**config.mk**
```make
export PLATFORM = sky130hd
export DESIGN_NAME = tx_stream_out_flat
export DESIGN_NICKNAME = d
export VERILOG_FILES = /design/src/dispatch_pkg.sv /design/src/beat_if.sv /design/src/tx_stream_out.sv /design/src/flat_wrapper.sv
export SDC_FILE = /design/constraint.sdc
export NUM_CORES = 1
export LEC_CHECK = 0
export ABC_AREA = 1
export BUFFER_PORTS_ARGS = -buffer_cell sky130_fd_sc_hd__buf_4
export CAP_MARGIN = 30
export CORE_AREA = 3 3 506 508
export CTS_CLUSTER_SIZE = 28
export DETAILED_ROUTE_END_ITERATION = 8
export DIE_AREA = 0 0 509 511
export PLACE_DENSITY = 0.41
export SYNTH_ARGS = -nofsm -noshare
export SYNTH_HDL_FRONTEND = slang
export SYNTH_SLANG_ARGS = --single-unit
```
**constraint.sdc**
```tcl
create_clock -name clk -period 29.6 [get_ports clk]
set_clock_uncertainty 0.05 [all_clocks]
set_input_delay 2.96 -clock clk [delete_from_list [all_inputs] [get_ports clk]]
set_output_delay 2.96 -clock clk [all_outputs]
set_load 0.05 [all_outputs]
```
**src/dispatch_pkg.sv**
```systemverilog
/*
 * Shared definitions for the word-to-beat dispatcher.
 *   widths of words, beats and the stream sideband
 *   depth and address width of the beat FIFO
 *   typedefs for the typed fields and the assembler FSM states
 */

package dispatch_pkg;

	// ------------------------------
	// widths and depths
	// ------------------------------
	localparam int WORD_W         = 64;
	localparam int WORDS_PER_BEAT = 8;
	localparam int BEAT_W         = WORD_W * WORDS_PER_BEAT;
	localparam int BUF_DEPTH      = 16;
	localparam int BUF_AW         = 4;

	// ------------------------------
	// typed fields
	// ------------------------------
	typedef logic [WORD_W-1:0]   word_t;
	typedef logic [BEAT_W-1:0]   beat_t;
	typedef logic [BEAT_W/8-1:0] keep_t;
	typedef logic [7:0]          tid_t;
	typedef logic [7:0]          tdest_t;
	typedef logic [31:0]         tuser_t;
	typedef logic [BUF_AW:0]     buf_ptr_t; // the top bit marks the wrap.

	// keep, tid, tdest, tuser and last as stored next to each beat.
	localparam int SIDE_W = $bits(keep_t) + $bits(tid_t) + $bits(tdest_t)
		+ $bits(tuser_t) + 1;

	typedef enum logic {
		COLLECT,
		HOLD
	} asm_state_t;

endpackage

```
**src/beat_if.sv**
```systemverilog
/*
 * Beat link between pipeline stages.
 *   one 512-bit beat with its stream sideband
 *   valid/ready handshake with AXI4-Stream transfer rules
 *   source and sink modports
 */

`timescale 1ns/1ns

interface beat_if import dispatch_pkg::*; ();

	logic   valid;
	logic   ready;
	beat_t  data;
	keep_t  keep;
	tid_t   tid;
	tdest_t tdest;
	tuser_t tuser;
	logic   last;

	modport source (
		output valid,
		output data,
		output keep,
		output tid,
		output tdest,
		output tuser,
		output last,
		input  ready
	);

	modport sink (
		input  valid,
		input  data,
		input  keep,
		input  tid,
		input  tdest,
		input  tuser,
		input  last,
		output ready
	);

endinterface

```
**src/tx_stream_out.sv**
```systemverilog
/*
 * Stream output stage, the result stage.
 *   two-entry skid buffer with a main and a skid register
 *   registered AXI4-Stream transmit port
 */

`timescale 1ns/1ns

module tx_stream_out import dispatch_pkg::*; (
	input  logic   clk,
	input  logic   rst,
	beat_if.sink   beat_i,
	output logic   tx_tvalid,
	output beat_t  tx_tdata,
	output keep_t  tx_tstrb,
	output keep_t  tx_tkeep,
	output tid_t   tx_tid,
	output tdest_t tx_tdest,
	output tuser_t tx_tuser,
	output logic   tx_tlast,
	input  logic   tx_tready
);

	logic                     m_valid;
	logic                     s_valid;
	logic                     in_fire;
	logic                     main_free;
	logic [BEAT_W+SIDE_W-1:0] in_pay;
	logic [BEAT_W+SIDE_W-1:0] m_pay;
	logic [BEAT_W+SIDE_W-1:0] s_pay;

	assign beat_i.ready = !s_valid; // taken from a register only.
	assign in_fire      = beat_i.valid && !s_valid;
	assign main_free    = !m_valid || tx_tready;
	assign in_pay = {beat_i.data, beat_i.keep, beat_i.tid, beat_i.tdest,
		beat_i.tuser, beat_i.last};

	// ------------------------------
	// main and skid registers
	// ------------------------------
	always_ff @(posedge clk) begin
		if (rst) begin
			m_valid <= 1'b0;
			s_valid <= 1'b0;
		end else if (main_free) begin
			m_valid <= s_valid || in_fire;
			s_valid <= 1'b0;
		end else if (in_fire) begin
			s_valid <= 1'b1; // main is stalled so the beat parks in the skid.
		end
	end

	always_ff @(posedge clk) begin
		if (main_free) begin
			if (s_valid)
				m_pay <= s_pay;
			else if (in_fire)
				m_pay <= in_pay;
		end else if (in_fire) begin
			s_pay <= in_pay;
		end
	end

	assign tx_tvalid = m_valid;
	assign {tx_tdata, tx_tkeep, tx_tid, tx_tdest, tx_tuser, tx_tlast} = m_pay;
	assign tx_tstrb  = tx_tkeep;

endmodule
```
**src/flat_wrapper.sv**
```systemverilog
// flat-port wrapper written by rule: the top's interface ports become plain ports
module tx_stream_out_flat import dispatch_pkg::*;
  (clk, rst, tx_tvalid, tx_tdata, tx_tstrb, tx_tkeep, tx_tid, tx_tdest, tx_tuser, tx_tlast, tx_tready, beat_i_valid, beat_i_data, beat_i_keep, beat_i_tid, beat_i_tdest, beat_i_tuser, beat_i_last, beat_i_ready);
  beat_if beat_i_i ();
  input  logic clk;
  input  logic rst;
  output logic tx_tvalid;
  output beat_t tx_tdata;
  output keep_t tx_tstrb;
  output keep_t tx_tkeep;
  output tid_t tx_tid;
  output tdest_t tx_tdest;
  output tuser_t tx_tuser;
  output logic tx_tlast;
  input  logic tx_tready;
  input wire logic [$bits(beat_i_i.valid)-1:0] beat_i_valid;
  input wire logic [$bits(beat_i_i.data)-1:0] beat_i_data;
  input wire logic [$bits(beat_i_i.keep)-1:0] beat_i_keep;
  input wire logic [$bits(beat_i_i.tid)-1:0] beat_i_tid;
  input wire logic [$bits(beat_i_i.tdest)-1:0] beat_i_tdest;
  input wire logic [$bits(beat_i_i.tuser)-1:0] beat_i_tuser;
  input wire logic [$bits(beat_i_i.last)-1:0] beat_i_last;
  output wire logic [$bits(beat_i_i.ready)-1:0] beat_i_ready;
  assign beat_i_i.valid = beat_i_valid;
  assign beat_i_i.data = beat_i_data;
  assign beat_i_i.keep = beat_i_keep;
  assign beat_i_i.tid = beat_i_tid;
  assign beat_i_i.tdest = beat_i_tdest;
  assign beat_i_i.tuser = beat_i_tuser;
  assign beat_i_i.last = beat_i_last;
  assign beat_i_ready = beat_i_i.ready;
  tx_stream_out u_core (.clk(clk), .rst(rst), .beat_i(beat_i_i), .tx_tvalid(tx_tvalid), .tx_tdata(tx_tdata), .tx_tstrb(tx_tstrb), .tx_tkeep(tx_tkeep), .tx_tid(tx_tid), .tx_tdest(tx_tdest), .tx_tuser(tx_tuser), .tx_tlast(tx_tlast), .tx_tready(tx_tready));
endmodule
```
After elaboration in Yosys (flattened, before gate mapping)

Cells that the tools add are included.

Register bits after elaboration: 1,252
Bits of input ports: 629
Output and inout port bits: 691
Word-level logic and storage cells: 16

Muxes and demuxes: 2
Bitwise gates (word level): 1
Reduce and logical (&&, ||, !) cells: 9

Operators with widths:

| kind              | number |
|---|---|
| $mux 625          | 2 |
| $reduce_and 2->1  | 2 |
| $logic_not 1->1   | 2 |
| $logic_or 1x1->1  | 2 |
| $reduce_bool 2->1 | 1 |
| $reduce_or 2->1   | 1 |
| $logic_and 1x1->1 | 1 |
| $not 1->1         | 1 |

Depth between registers and ports, before layout

Word-level depth: 4
Mapped depth: 7
Depth with buffers taken out: 4

Worst setup path after synthesis

Ideal clock, no wire load.

Path type: input to register
From: in tx_tready
To: reg u_core.m_pay[0], enable pin
Library setup time: 1.644 ns
Arrival time: 29.109 ns
Required time: 27.906 ns
Path slack: -1.203 ns
Stages: 2
Buffers on the path: 0
Cells stage by stage: nor2_1 -> nor2_1

Longest elaborated chain between the ends: 2

Ends and longest elaborated chain:

| element                           | RTL line            | RTL |
|---|---|---|
| start, declared                   | flat_wrapper.sv:15  | `input logic tx_tready;` |
| $logic_or 1x1->1                  | tx_stream_out.sv:34 | `assign main_free = !m_valid \|\| tx_tready;` |
| $reduce_and 2->1 (no source line) | -                   |  |
| end signal, assigned              | tx_stream_out.sv:56 | `m_pay <= s_pay;` |
| end signal, assigned              | tx_stream_out.sv:58 | `m_pay <= in_pay;` |
| end, declared                     | tx_stream_out.sv:29 | `logic [BEAT_W+SIDE_W-1:0] m_pay;` |

No other way between the ends.
A chain may end at the register's enable or synchronous reset.

Worst setup path after layout

From: in tx_tready
To: reg u_core.s_pay[479], enable pin

Longest elaborated chain between the ends: 3

Ends and longest elaborated chain:

| element                           | RTL line            | RTL |
|---|---|---|
| $logic_or 1x1->1                  | tx_stream_out.sv:34 |  |
| $not 1->1 (no source line)        | -                   |  |
| $reduce_and 2->1 (no source line) | -                   |  |
| end signal, assigned              | tx_stream_out.sv:60 | `s_pay <= in_pay;` |
| end, declared                     | tx_stream_out.sv:30 | `logic [BEAT_W+SIDE_W-1:0] s_pay;` |

No other way between the ends.

==> flow_summary.json <==
{
  "fmax_ghz": 0.1230,
  "number_of_i_o_port_buffers": 1319,
  "gr-usage-met3_pct": 6.281,
  "worstHoldPathType": "flip-flop to flip-flop",
  "clock_latency_reported_for_the_late_side_of_the_worst_skew_pair_ps": 760,
  "synth_area_leaders": "sky130_fd_sc_hd__edfxtp_1 82%, sky130_fd_sc_hd__nand2_1 15%, sky130_fd_sc_hd__buf_4 1.3%",
  "critical_path_most_common_cell": "sky130_fd_sc_hd__buf_4",
  "final.setup.tns_ps": 0,
  "route.vias.total": 29430,
  "period_share_pct": 27.47,
  "cts_hold_buf": 0,
  "post_cts.resized_instances": 0,
  "gp_routability_congestion": 0.8025,
  "hold_start": "u_core.s_pay[456]",
  "syn_area_um2": 45950,
  "cts_root_buf": "sky130_fd_sc_hd__clkbuf_16",
  "worst-endpoint-arrival_ps": 8450,
  "cpMaxStageDelayCell": "sky130_fd_sc_hd__buf_4",
  "globalRouteTotalUtil_pct": 12.57,
  "number_of_global_route_vias_before_repair": 29500,
  "status": "completed",
  "drt_first_pass_iters": 8,
  "core_area_um2": 251600,
  "power.static_leakage_uw": 0.02597,
  "path_clk_slew_ps": 60,
  "yosys.cell_types.count": 10,
  "htreeDepth": 4,
  "r2r_end": "u_core.s_pay[479]",
  "detailedPlacementHpwl_um": 125900,
  "detailedRoute.firstIterationViolations": 2238,
  "synth_seq_area_share_pct": 81.78,
  "use_met1_pct": 14.80,
  "row_count": 184,
  "timing.hold.worst_path_depth": 2,
  "grt_first_pass_wirelength_um": 234700,
  "layout-area-overhead-vs-synth_pct": 39.11,
  "antenna_found_initial": 32,
  "gr-max-usage-layer": "met2",
  "post-cts-setup-buffer-count": 0,
  "worstHoldEndpoint": "u_core.m_pay[456]",
  "ff2ff_setup_slack_ps": 22660,
  "post-route-drc-count": 0,
  "final_hold_viol_count": 0,
  "worst_slew_margin_rel_pct": 34.51,
  "timing.critical_path.from_type": "primary input",
  "die_width_um": 509,
  "layout.cell_area.non_filler_um2": 63920,
  "yosysWarningCount": 0,
  "cts_tree": "done",
  "grt_overflow": 0,
  "timing.critical_path.fanout_max": 66,
  "worst_setup_path_end_kind": "flip-flop",
  "vias_per_cell": 3.629,
  "layout_cells_sized_above_1_pct": 33.02,
  "rsz0062_at_grt": "false",
  "drt_wl_total_um": 171300,
  "irDropWorstVdd_v": 0.00004579,
  "postLayoutCoreUtil_pct": 25.40,
  "synth_seq_cells": 1252,
  "rr_startpoint": "u_core.s_valid",
  "timing.final.max_slew_violations": 0,
  "count_of_maximum_capacitance_violations": 0,
  "setup_viol_count_final": 0,
  "path_class": "primary input to flip-flop",
  "post_synth.cell_area_avg_um2": 13.74,
  "cp_data_required_time_ps": 29920,
  "post_synth_top_area_cell": "sky130_fd_sc_hd__edfxtp_1",
  "cts.sink_count": 1252,
  "synth_top_area_share_pct": 81.69,
  "clock_path_buffers": 3,
  "most-common-layout-cells": "1878 x sky130_fd_sc_hd__nand2_1, 1356 x sky130_fd_sc_hd__buf_4, 1250 x sky130_fd_sc_hd__edfxtp_1, 151 x sky130_fd_sc_hd__clkbuf_16, 28 x sky130_fd_sc_hd__clkbuf_1",
  "gr_met2_demand_resource_pct": 20.45,
  "final_antenna_net_count": 0,
  "design.portCount": 1320,
  "critical_path.cell_chain": "buf_4, inv_1, nand2_1, nor2_4, buf_4, buf_4, buf_4, buf_4, buf_4, buf_4",
  "design.final.nets": 5280,
  "initial_standard_cell_utilization_of_the_core_pct": 18.26,
  "critical-path-max-stage-delay_ps": 780,
  "grt_start_max_net_pins": 120,
  "cts_inserted_buffers": 148,
  "reg2regPathDepth": 9,
  "wire_per_inst_um": 21.12,
  "power-per-cell-area_nw_per_um2": 69.51,
  "syn_nets": 3972,
  "die_area_um2": 260100,
  "final_critical_path_time_including_i_o_delays_and_setup_ps": 8132,
  "cell_area_after_placement_um2": 59150,
  "layout.cells.most_common": "sky130_fd_sc_hd__nand2_1",
  "postSynthCellCount": 3343,
  "fp.dieH_um": 511,
  "max_slew.worst_pin.slew_ps": 982.4
}
==> flip-flops by register name, summed over array words and instances, names as in the netlist <==
signal,cells
u_core.tx_tvalid,1
u_core.s_valid,1
u_core.s_pay,625
u_core.m_pay,625
==> power breakdown <==
group          switching, uW  internal (uW)
Combinational            398            158
Sequential              34.1           2060
Clock                    753           1040
Total                   1190           3260
==> worst max-delay path by stage <==
stage	startpoint	to	depth (start not counted)
floorplan	beat_i_valid	u_core.m_pay[0]	2
finish	tx_tready	u_core.s_pay[479]	10
global route	tx_tready	u_core.s_pay[479]	10
global placement	tx_tready	u_core.s_pay[390]	10
detailed placement	tx_tready	u_core.s_pay[390]	10
CTS	tx_tready	u_core.s_pay[479]	10
==> kinds of logic (layout without fill, tap and decap cells) <==
| kind of cell | count (synthesis) | after routing | synth area share (%) |
|---|---|---|---|
| simple gates | 1883 | 1883 | 15.38 |
| flops | 1252 | 1252 | 81.78 |
| buf+inv | 207 | 1619 | 2.827 |
| compound gates | 1 | 1 | 0.01088 |
| other cells | 0 | 7 | 0 |
==> cell type report <==
type,instances,area (um^2)
flip-flops and latches,1252,37580
multi-input cells,1884,7088
clock inverters,75,834.6
clock buffers,179,3884
diodes,7,17.52
well taps,3348,4189
inverters,4,22.52
repair buffers,1361,10300
fillers,26540,187700
==> cells in the mapped netlist <==
cell / n
sky130_fd_sc_hd__nand2_1: 1878
sky130_fd_sc_hd__edfxtp_1: 1250
sky130_fd_sc_hd__buf_2: 114
sky130_fd_sc_hd__buf_4: 77
sky130_fd_sc_hd__buf_6: 12
sky130_fd_sc_hd__nor2_1: 5
sky130_fd_sc_hd__inv_1: 3
sky130_fd_sc_hd__dfxtp_1: 2
sky130_fd_sc_hd__a21oi_1: 1
sky130_fd_sc_hd__inv_2: 1
==> critical path, delay by kind of cell <==
family	cells	cell delay [ps]
buffers and inverters	8	4440
AND/OR/NAND/NOR	2	720
==> layer usage <==
metal  vias to the layer above  share of wire, %
met5                         -              0.19
met4                        48               1.6
met1                     14160                40
met2                      1124                47
met3                       218                11
li1                      13880                 -
==> through the flow <==
stage	setup slack, ps	instances	hold slack [ps]	total power (uW)
floorplan	9596	3343	444.3	2481
global placement	20510	7846	446.7	2692
detailed placement	20570	7848	450.6	2694
CTS	21440	8102	447.2	4523
global route	21090	8105	475.0	4616
finish	21470	8110	450.0	4443
Power figures use the tool's default switching activity.
