--- config.mk ---
export PLATFORM = sky130hd
export DESIGN_NAME = beat_assembler_flat
export DESIGN_NICKNAME = d
export VERILOG_FILES = /design/src/dispatch_pkg.sv /design/src/beat_if.sv /design/src/beat_assembler.sv /design/src/flat_wrapper.sv
export SDC_FILE = /design/constraint.sdc
export NUM_CORES = 1
export LEC_CHECK = 0
export BUFFER_PORTS_ARGS = -buffer_cell sky130_fd_sc_hd__buf_2
export CAP_MARGIN = 5
export CORE_ASPECT_RATIO = 0.5
export CORE_MARGIN = 2
export CORE_UTILIZATION = 35
export CTS_CLUSTER_DIAMETER = 200
export DETAILED_ROUTE_END_ITERATION = 10
export HOLD_SLACK_MARGIN = 0.03
export PLACE_DENSITY = 0.57
export SLEW_MARGIN = 15
export SYNTH_ARGS = -nofsm -noshare
export SYNTH_HDL_FRONTEND = slang
export SYNTH_SLANG_ARGS = --single-unit
--- constraint.sdc ---
create_clock -name clk -period 12.22 [get_ports clk]
set_input_delay 2.444 -clock clk [delete_from_list [all_inputs] [get_ports clk]]
set_output_delay 2.444 -clock clk [all_outputs]
set_load 0.02 [all_outputs]
--- src/dispatch_pkg.sv ---
/*
 * Shared definitions for the word-to-beat dispatcher.
 *   widths of words, beats and the stream sideband
 *   depth and address width of the beat FIFO
 *   typedefs for the typed fields and the assembler FSM states
 */

package dispatch_pkg;

	// ------------------------------
	// widths and depths
	// ------------------------------
	localparam int WORD_W         = 64;
	localparam int WORDS_PER_BEAT = 8;
	localparam int BEAT_W         = WORD_W * WORDS_PER_BEAT;
	localparam int BUF_DEPTH      = 16;
	localparam int BUF_AW         = 4;

	// ------------------------------
	// typed fields
	// ------------------------------
	typedef logic [WORD_W-1:0]   word_t;
	typedef logic [BEAT_W-1:0]   beat_t;
	typedef logic [BEAT_W/8-1:0] keep_t;
	typedef logic [7:0]          tid_t;
	typedef logic [7:0]          tdest_t;
	typedef logic [31:0]         tuser_t;
	typedef logic [BUF_AW:0]     buf_ptr_t; // the top bit marks the wrap.

	// keep, tid, tdest, tuser and last as stored next to each beat.
	localparam int SIDE_W = $bits(keep_t) + $bits(tid_t) + $bits(tdest_t)
		+ $bits(tuser_t) + 1;

	typedef enum logic {
		COLLECT,
		HOLD
	} asm_state_t;

endpackage

--- src/beat_if.sv ---
/*
 * Beat link between pipeline stages.
 *   one 512-bit beat with its stream sideband
 *   valid/ready handshake with AXI4-Stream transfer rules
 *   source and sink modports
 */

`timescale 1ns/1ns

interface beat_if import dispatch_pkg::*; ();

	logic   valid;
	logic   ready;
	beat_t  data;
	keep_t  keep;
	tid_t   tid;
	tdest_t tdest;
	tuser_t tuser;
	logic   last;

	modport source (
		output valid,
		output data,
		output keep,
		output tid,
		output tdest,
		output tuser,
		output last,
		input  ready
	);

	modport sink (
		input  valid,
		input  data,
		input  keep,
		input  tid,
		input  tdest,
		input  tuser,
		input  last,
		output ready
	);

endinterface

--- src/beat_assembler.sv ---
/*
 * Beat assembler, the decode stage.
 *   collects eight 64-bit words into one beat, low word first
 *   derives the stream sideband from the first word
 *   holds the finished beat until the buffer takes it
 */

`timescale 1ns/1ns

module beat_assembler import dispatch_pkg::*; (
	input  logic   clk,
	input  logic   rst,
	input  word_t  ififo_wdata,
	input  logic   ififo_wen,
	output logic   ififo_rdy,
	beat_if.source beat_o
);

	asm_state_t state;
	logic [2:0] idx;
	logic       accept;
	logic       last_word;

	beat_t  beat_q;
	keep_t  keep_q;
	tid_t   tid_q;
	tdest_t tdest_q;
	tuser_t tuser_q;
	logic   last_q;

	assign ififo_rdy = (state == COLLECT);
	assign accept    = ififo_wen && ififo_rdy;
	assign last_word = (idx == 3'(WORDS_PER_BEAT - 1));

	// ------------------------------
	// control
	// ------------------------------
	always_ff @(posedge clk) begin
		if (rst) begin
			state <= COLLECT;
			idx   <= '0; // a partial beat is dropped.
		end else begin
			case (state)
				COLLECT: begin
					if (accept) begin
						idx <= idx + 3'd1; // wraps to zero after the last word.
						if (last_word)
							state <= HOLD;
					end
				end
				HOLD: begin
					if (beat_o.ready)
						state <= COLLECT;
				end
				default: state <= COLLECT;
			endcase
		end
	end

	// ------------------------------
	// beat and sideband registers
	// ------------------------------
	always_ff @(posedge clk) begin
		if (accept) begin
			beat_q[idx*WORD_W +: WORD_W] <= ififo_wdata; // word k lands in slot k.
			if (idx == 3'd0) begin
				keep_q  <= ififo_wdata;
				tid_q   <= ififo_wdata[7:0] ^ ififo_wdata[15:8];
				tdest_q <= ififo_wdata[7:0] ^ ififo_wdata[23:16];
				tuser_q <= ififo_wdata[31:0] ^ ififo_wdata[63:32];
				last_q  <= ififo_wdata[63] ^ ififo_wdata[0];
			end
		end
	end

	assign beat_o.valid = (state == HOLD);
	assign beat_o.data  = beat_q;
	assign beat_o.keep  = keep_q;
	assign beat_o.tid   = tid_q;
	assign beat_o.tdest = tdest_q;
	assign beat_o.tuser = tuser_q;
	assign beat_o.last  = last_q;

endmodule

--- src/flat_wrapper.sv ---
// flat-port wrapper written by rule: the top's interface ports become plain ports
module beat_assembler_flat import dispatch_pkg::*;
  (clk, rst, ififo_wdata, ififo_wen, ififo_rdy, beat_o_valid, beat_o_data, beat_o_keep, beat_o_tid, beat_o_tdest, beat_o_tuser, beat_o_last, beat_o_ready);
  beat_if beat_o_i ();
  input  logic clk;
  input  logic rst;
  input  word_t ififo_wdata;
  input  logic ififo_wen;
  output logic ififo_rdy;
  output wire logic [$bits(beat_o_i.valid)-1:0] beat_o_valid;
  output wire logic [$bits(beat_o_i.data)-1:0] beat_o_data;
  output wire logic [$bits(beat_o_i.keep)-1:0] beat_o_keep;
  output wire logic [$bits(beat_o_i.tid)-1:0] beat_o_tid;
  output wire logic [$bits(beat_o_i.tdest)-1:0] beat_o_tdest;
  output wire logic [$bits(beat_o_i.tuser)-1:0] beat_o_tuser;
  output wire logic [$bits(beat_o_i.last)-1:0] beat_o_last;
  input wire logic [$bits(beat_o_i.ready)-1:0] beat_o_ready;
  assign beat_o_valid = beat_o_i.valid;
  assign beat_o_data = beat_o_i.data;
  assign beat_o_keep = beat_o_i.keep;
  assign beat_o_tid = beat_o_i.tid;
  assign beat_o_tdest = beat_o_i.tdest;
  assign beat_o_tuser = beat_o_i.tuser;
  assign beat_o_last = beat_o_i.last;
  assign beat_o_i.ready = beat_o_ready;
  beat_assembler u_core (.clk(clk), .rst(rst), .ififo_wdata(ififo_wdata), .ififo_wen(ififo_wen), .ififo_rdy(ififo_rdy), .beat_o(beat_o_i));
endmodule
**After elaboration in Yosys (flattened, before gate mapping)**

Cells that the tools add are included.

- Bitwise logic cells: 5
- Reduce and logical (&&, ||, !) cells: 4
- Equal/unequal tests: 1
- Mux-type cells: 5
- $add $sub $neg: 2
- Shifts and indexed selects: 2

Operators with widths:

| cell | number |
|---|---|
| $bwmux 512 | 1 |
| $shift 64x34->512 const A | 1 |
| $shiftx 64x34->512 | 1 |
| $neg 9->34 | 1 |
| $xor 32x32->32 | 1 |
| $xor 8x8->8 | 2 |
| $reduce_and 2->1 | 2 |
| $add 3x1->3 const B | 1 |
| $eq 3x3->1 const B | 1 |
| $logic_not 3->1 | 1 |
| $mux 1 | 3 |
| $pmux 1 s2 | 1 |
| $logic_and 1x1->1 | 1 |
| $not 1->1 | 1 |
| $xor 1x1->1 | 1 |

- Logic and storage cells: 27
- Input bits: 68
- Output and inout bits: 627
- Register bits: 629

**Logic depth before layout (Yosys ltp)**

Gate-level depths: netlist of the first run.

- Word-level depth: 4
- Gate-level depth with buffers: 9
- Depth with buffers taken out: 5

**Least setup slack after synthesis of the first run**

OpenSTA, ideal clock, no wires.

- Kind: input-to-reg
- Start: in ififo_wen
- End: reg u_core.beat_q[0], in the netlist u_core.beat_o.data[0] (enable)
- Required time: 11.576 ns
- Stages: 2
- Arrival time: 8.569 ns
- Setup time: 0.644 ns
- Path buffers: 0
- Path slack: 3.007 ns
- Cell sequence: nand2b_1 > nor4_1

- Cells in the longest elaborated chain, start to end: 1

Ends and longest elaborated chain:

| what | line | RTL |
|---|---|---|
| start, declared | flat_wrapper.sv:8 | `input logic ififo_wen;` |
| $logic_and 1x1->1 | beat_assembler.sv:32 | `assign accept = ififo_wen && ififo_rdy;` |
| end signal, assigned by index | beat_assembler.sv:65 | `beat_q[idx*WORD_W +: WORD_W] <= ififo_wdata;` |
| end, declared | beat_assembler.sv:24 | `beat_t beat_q;` |

Every way passes these cells.
A chain may end at the register's enable or synchronous reset.

**Worst setup path in the final report of the first run**

- Start: in ififo_wen
- End: reg u_core.beat_q[342], in the netlist u_core.beat_o.data[342] (enable)

Same word-level chain as after synthesis.

==> impl_metrics.csv, run 1 <==
group,metric,value,unit
worst_setup_path,reg2reg_setup_slack,8.21,ns
logic_synthesis,yosysWarnings,0,
detailed_routing,via_per_inst,5.165,
grt,grt_use_total,25.82,%
detailed_routing,vias,16020,
clock_network,cts_setup_buffers,0,
timing,rsz0062_at_grt,"no",
place,place.gp.congestion,0.8536,
cells_and_area,post-route-util,44.33,%
logic_synthesis,synth_cell_types,33,
floorplanning,num_rows,68,
worst_hold_path,hold_path_class,"register to register",
clock_network,htreeDepth,2,
detailed_routing,wl_per_cell,30.76,um
timing,tns,0,ns
floorplanning,dieHeight,189.8,um
place,place_hpwl,62250,um
detailed_routing,first_pass_iters,5,
clock_network,cts_sinks,629,
clock_network,path_clk_slew,0.07,ns
detailed_routing,drc_errors,0,
clock_network,cts_root_buffer,"clkbuf_16",
grt,grt-ovfl-total,0,
clock_network,cts_tree,"done",
detailed_routing,wl,95400,um
timing,maxSlewViolCount,0,
logic_synthesis,syn_nets,1567,
clock_network,cts.path.max_buffers,3,
cells_and_area,stdcell_count,3101,
power_and_ir_drop,vdd_drop_max,0.1059,mV
place,portBuffers,694,
floorplanning,io_pins,695,
power_and_ir_drop,p_per_area,162.8,mW/mm^2
grt,grt_max_degree,196,
cells_and_area,layout.nets,2213,
cells_and_area,synthToLayoutAreaGrowth,25.89,%
worst_setup_path,r2r_end,"u_core.beat_o.data[142]",
job,cap_violations,0,
floorplanning,initial_utilization,35.21,%
logic_synthesis,yosysSeqAreaShare,77.96,%
detailed_routing,antenna_left,0,
place,dpl.cell_count,2991,
timing,finalSetupViolations,0,
clock_network,worstSkewPairLatency,0.62,ns
timing,maxSlewHeadroom,22.90,%
status,status,"completed",
worst_setup_path,cp.arrival,4.34,ns
clock_network,cts_hold_buf,0,
worst_setup_path,cp.required,12.46,ns
detailed_routing,drt_iter0_markers,2039,
worst_hold_path,holdPathEnd,"u_core.idx[1]",
logic_synthesis,syn_area_per_cell,16.18,um^2
worst_hold_path,min_delay_path_depth,2,
cells_and_area,final_layout_size_suffix_gt1_share,40.00,%
power_and_ir_drop,p_leak,10.61,nW
timing,fin_worst_skew,0.01789,ns
grt,grt_pass1_vias,15020,
worst_setup_path,cp_max_fo,50,
logic_synthesis,synth_area,0.02418,mm^2
timing,worst_slew_pin_slew,1.156,ns
grt,grt_pass1_wl,125100,um
grt,antenna_found_initial,14,
worst_setup_path,crit_type,"input pin to register",
worst_hold_path,hold_start,"u_core.idx[1]",
timing,finalCritPeriodShare,33.52,%
timing,period_needed,4.096,ns
logic_synthesis,syn_inst,1494,
worst_setup_path,startpoint_type,"input pin",
cells_and_area,layout_commonest_cell,"buf_2",
timing,final_hold_viol_count,0,
timing,fmaxAchievable,244.1,MHz
floorplanning,die-area,0.07132,mm^2
worst_setup_path,worstSetupEndpointType,"register",
cells_and_area,final_cell_mix,"buf_2 (694), edfxtp_1 (625), nor3_1 (128), and2_1 (128), and3_1 (78)",
worst_setup_path,r2r_cells,6,
worst_setup_path,rr_startpoint,"u_core.idx[0]",
logic_synthesis,synth_seq_cells,629,
clock_network,cts_resized,0,
floorplanning,dieWidth,375.7,um
floorplanning,coreArea,0.06866,mm^2
clock_network,cts_buffers,57,
-- state kept, by name, summed over array words and instances (netlist names) --
signal               cells
u_core.beat_o.keep      64
u_core.beat_o.valid      1
u_core.beat_o.tdest      8
u_core.beat_o.tid        8
u_core.idx               3
u_core.beat_o.data     512
u_core.beat_o.last       1
u_core.beat_o.tuser     32
-- stage by stage --
stage | worst slack (ns) | hold slack [ns] | instance area, um^2 | total power [mW]
2_1_floorplan | 3.007 | 0.4923 | 24180 | 2.864
3_3_place_gp | 7.531 | 0.5567 | 28500 | 3.099
3_5_place_dp | 7.487 | 0.5608 | 28500 | 3.105
4_1_cts | 8.147 | 0.5711 | 30420 | 4.974
5_1_grt | 7.930 | 0.6167 | 30420 | 5.076
6_report | 8.124 | 0.5704 | 30440 | 4.954
-- area by class of cell --
class | instances | area, um^2
Multi-Input combinational cell | 716 | 4785
Tap cell | 910 | 1139
Timing Repair Buffer | 717 | 3659
Inverter | 19 | 72.57
Antenna cell | 6 | 15.01
Clock inverter | 37 | 434.2
Fill cell | 6259 | 38220
Clock buffer | 67 | 1485
Sequential cell | 629 | 18850
-- cells in the mapped netlist (all sizes together) --
cell | count | area, um^2
edfxtp | 625 | 18770
nor3 | 181 | 1156
and2 | 129 | 807.0
clkbuf | 83 | 314.1
and3 | 78 | 488.0
nand3b | 65 | 488.0
nor4 | 65 | 406.6
nor2 | 58 | 217.7
nand2b | 54 | 337.8
xor2 | 49 | 429.2
buf | 47 | 269.0
inv | 19 | 71.32
nor4b | 15 | 137.6
ha | 5 | 62.56
dfxtp | 4 | 80.08
nand4bb | 3 | 33.78
nor2b | 3 | 18.77
o31ai | 2 | 15.01
a21oi | 1 | 5.000
and3b | 1 | 8.760
and4bb | 1 | 12.51
mux2 | 1 | 11.26
nand2 | 1 | 3.750
nor3b | 1 | 7.510
or2 | 1 | 6.260
or4 | 1 | 11.26
or4b | 1 | 10.01
-- report_power, final --
| part | switching (mW) | internal [mW] |
|---|---|---|
| logic | 0.470 | 0.130 |
| clock network | 0.834 | 1.06 |
| registers | 0.0156 | 2.44 |
| total | 1.32 | 3.63 |
-- logic make-up after synthesis --
| family | share of synthesized area (%) |
|---|---|
| simple gates | 17.17 |
| flops | 77.96 |
| buf+inv | 2.707 |
| xor+xnor | 1.775 |
| fa+ha+maj | 0.2588 |
| compound gates | 0.08276 |
| mux | 0.04657 |
-- routing by layer --
metal,vias up,global-route usage [%],part of all wire [%]
met4,8,11.54,4.5
met2,805,44.48,51
met3,197,7.431,9.9
li1,6889,-,-
met5,-,0,0.051
met1,8117,30.08,34
-- worst max-delay path, stage by stage --
cell and delay, ns:
buf_2 0.13, or4b_1 0.60, nor2_4 0.40, buf_4 0.69
-- worst max-delay path by stage --
stage	end	slack [ns]	startpoint	depth (start not counted)
floorplan	u_core.beat_o.data[0]	3.01	ififo_wen	2
global placement	u_core.beat_o.data[350]	7.53	ififo_wen	4
detailed placement	u_core.beat_o.data[350]	7.49	ififo_wen	4
CTS	u_core.beat_o.data[342]	8.15	ififo_wen	4
global route	u_core.beat_o.data[142]	7.93	u_core.idx[0]	6
finish	u_core.beat_o.data[342]	8.12	ififo_wen	4
(Power assumes the default switching activity.)
==> inputs of run 2 (changes only) <==
ABC_AREA = 1   (was unset)
clock period = 3.9 ns   (was 12.22 ns; I/O delays follow)
==> run 2 against run 1 <==
  * Cell count grew 6.1%
  * Area after synthesis shrank 2.2%
  * Core utilization is essentially flat
  * Highest routed layer is now met4
==> impl_metrics.csv, run 2 <==
group,metric,value,unit
worst_setup_path,startpoint_type,"register",
worst_setup_path,rr_startpoint,"u_core.idx[0]",
worst_setup_path,path_delay_family,"buffers and inverters",
worst_setup_path,r2r_cells,5,
detailed_routing,antenna_left,0,
floorplanning,dieHeight,187.8,um
clock_network,cts_setup_buffers,0,
logic_synthesis,synth_area,0.02365,mm^2
worst_setup_path,slowest_stage,"buf_4",
floorplanning,num_rows,67,
floorplanning,io_pins,695,
worst_setup_path,cp_max_fo,55,
clock_network,cts_sinks,629,
place,placed_area,0.02801,mm^2
timing,finalSetupViolations,0,
worst_setup_path,crit_type,"register to register",
worst_setup_path,reg2reg_setup_slack,0.87,ns
timing,fmaxAchievable,330.5,MHz
grt,grt_pass1_vias,15540,
power_and_ir_drop,p_per_area,497.6,mW/mm^2
floorplanning,die-area,0.06980,mm^2
power_and_ir_drop,p_total,14.77,mW
logic_synthesis,yosysSeqAreaShare,79.69,%
logic_synthesis,dominantRegCellSynth,"edfxtp_1",
place,portBuffers,694,
timing,maxSlewViolCount,0,
worst_hold_path,hold_start,"rst",
clock_network,worstSkewPairLatency,0.63,ns
grt,grt_max_degree,129,
logic_synthesis,synth_cell_types,25,
timing,maxSlewHeadroom,35.62,%
timing,rsz0062_at_grt,"no",
grt,grt-ovfl-total,0,
worst_setup_path,critical-path-max-stage-delay,0.64,ns
grt,grt_pass1_wl,125900,um
worst_setup_path,setup.worst_path.start,"u_core.idx[0]",
worst_setup_path,crit_cells,5,
worst_setup_path,path_buf_inv,3,
detailed_routing,first_pass_iters,5,
cells_and_area,antenna_cells,0,
logic_synthesis,synth_top_area_share,79.35,%
clock_network,cts_resized,0,
cells_and_area,synthToLayoutAreaGrowth,25.52,%
worst_setup_path,worstSetupEndpointType,"register",
logic_synthesis,syn_area_per_cell,13.95,um^2
cells_and_area,layout_commonest_cell,"buf_2",
worst_setup_path,cp-endpoint,"u_core.beat_o.data[193]",
logic_synthesis,synthTopCellsByArea,"edfxtp_1 (79%), nor2_1 (8.2%), nand2_1 (3.1%), nand3_1 (2.9%), xor2_1 (1.8%)",
power_and_ir_drop,p_leak,11.20,nW
status,status,"completed",
timing,worst_slew_pin_slew,0.9598,ns
worst_setup_path,cp_common_cell,"buf_4",
grt,antenna_found_initial,11,
worst_hold_path,min_delay_path_depth,2,
cells_and_area,layout.nets,2425,
clock_network,cts_root_buffer,"clkbuf_16",
grt,grt_use_total,26.40,%
worst_setup_path,r2r_end,"u_core.beat_o.data[193]",
job,cap_violations,0,
logic_synthesis,yosysWarnings,0,
logic_synthesis,synthArstFlopShare,0,%
timing,fin_worst_skew,0.02044,ns
detailed_routing,vias,16530,
clock_network,cts_hold_buf,0,
clock_network,htreeDepth,2,
floorplanning,dieWidth,371.6,um
clock_network,cts_buffers,57,
timing,finalCritPeriodShare,77.57,%
logic_synthesis,synth-edff-count,625,
detailed_routing,wl_per_cell,28.76,um
place,dp_slack,0.8525,ns
logic_synthesis,syn_inst,1695,
cells_and_area,final_layout_size_suffix_gt1_share,34.77,%
logic_synthesis,synth.most_common_cell,"edfxtp_1",
worst_setup_path,cp.required,4.22,ns
place,place.gp.congestion,0.8531,
clock_network,cts_tree,"done",
floorplanning,initial_utilization,35.36,%
timing,final_hold_viol_count,0,
detailed_routing,drc_errors,0,
worst_setup_path,crit_chain,"buf_4 > buf_4 > nand3_1 > nor2_4 > buf_12",
logic_synthesis,syn_nets,1768,
cells_and_area,largest_reg_flops,512,
timing,worst_slack,0.8746,ns
clock_network,path_clk_slew,0.07,ns
logic_synthesis,synth_seq_cells,629,
logic_synthesis,synth_commonest_cells,"edfxtp_1 (625), nor2_1 (517), nand2_1 (198)",
cells_and_area,final_cell_mix,"buf_2 (694), edfxtp_1 (625), nor2_1 (509)",
logic_synthesis,synth_top_cell_by_area,"edfxtp_1",
timing,holdWs,0.3353,ns
worst_setup_path,cp.arrival,3.34,ns
floorplanning,coreArea,0.06690,mm^2
clock_network,cts.path.max_buffers,3,
cells_and_area,fin_area,0.02969,mm^2
power_and_ir_drop,vdd_drop_max,0.3398,mV
detailed_routing,drt_iter0_markers,2334,
place,place_hpwl,63310,um
detailed_routing,wl,94630,um
timing,period_needed,3.025,ns
detailed_routing,via_per_inst,5.023,
worst_hold_path,hold_path_class,"input pin to register",
-- run 2: power by group --
part	internal (mW)	switching (mW)
clock	2.83	2.56
combinational	0.333	1.39
sequential	7.62	0.0427
total	10.8	3.99
-- run 2: area by class of cell --
cell class,instances,area (um^2)
Inverter,11,46.29
Tap cell,897,1122
Timing Repair Buffer,726,3864
Clock buffer,79,1509
Multi-Input combinational cell,927,4126
Fill cell,6171,37210
Clock inverter,21,167.7
Sequential cell,629,18850
-- run 2: routing by layer --
| layer | share of wire [%] | global-route usage [%] |
|---|---|---|
| met5 | 0 | 0 |
| met4 | 4.6 | 11.57 |
| met3 | 8.5 | 5.409 |
| met2 | 52 | 45.58 |
| met1 | 35 | 31.99 |
-- run 2: per-stage QoR --
| step | TNS, ns | std cells | utilization (%) |
|---|---|---|---|
| floorplan | -214.65 | 1695 | - |
| global placement | 0 | 3190 | 41.87 |
| detailed placement | 0 | 3190 | 41.87 |
| CTS | 0 | 3290 | 44.38 |
| global route | 0 | 3290 | 44.38 |
| finish | 0 | 3290 | 44.38 |
-- run 2: cells by family (layout without fill, tap and decap cells) --
group / count (synthesis) / in the layout / share of synthesized area [%]
AO/OA/AOI/OAI: 4 / 4 / 0.08465
adder cells (fa/ha/maj): 5 / 5 / 0.2645
XOR/XNOR: 49 / 49 / 1.815
buffers and inverters: 139 / 837 / 3.253
flip-flops: 629 / 629 / 79.69
AND/OR/NAND/NOR: 869 / 869 / 14.89
-- run 2: worst min path at each step --
stage,slack [ns],endpoint
2_1_floorplan,0.53,u_core.idx[1]
3_3_place_gp,0.54,u_core.idx[1]
3_5_place_dp,0.57,u_core.idx[1]
4_1_cts,0.30,u_core.idx[0]
5_1_grt,0.31,u_core.idx[0]
6_report,0.34,u_core.idx[0]
-- run 2: worst register-to-register path: cells and delay by family, from the launching register on --
| kind | cells | cell delay, ns |
|---|---|---|
| buffers and inverters | 3 | 1.46 |
| AND/OR/NAND/NOR | 2 | 0.86 |
| flip-flops | 1 | 0.36 |
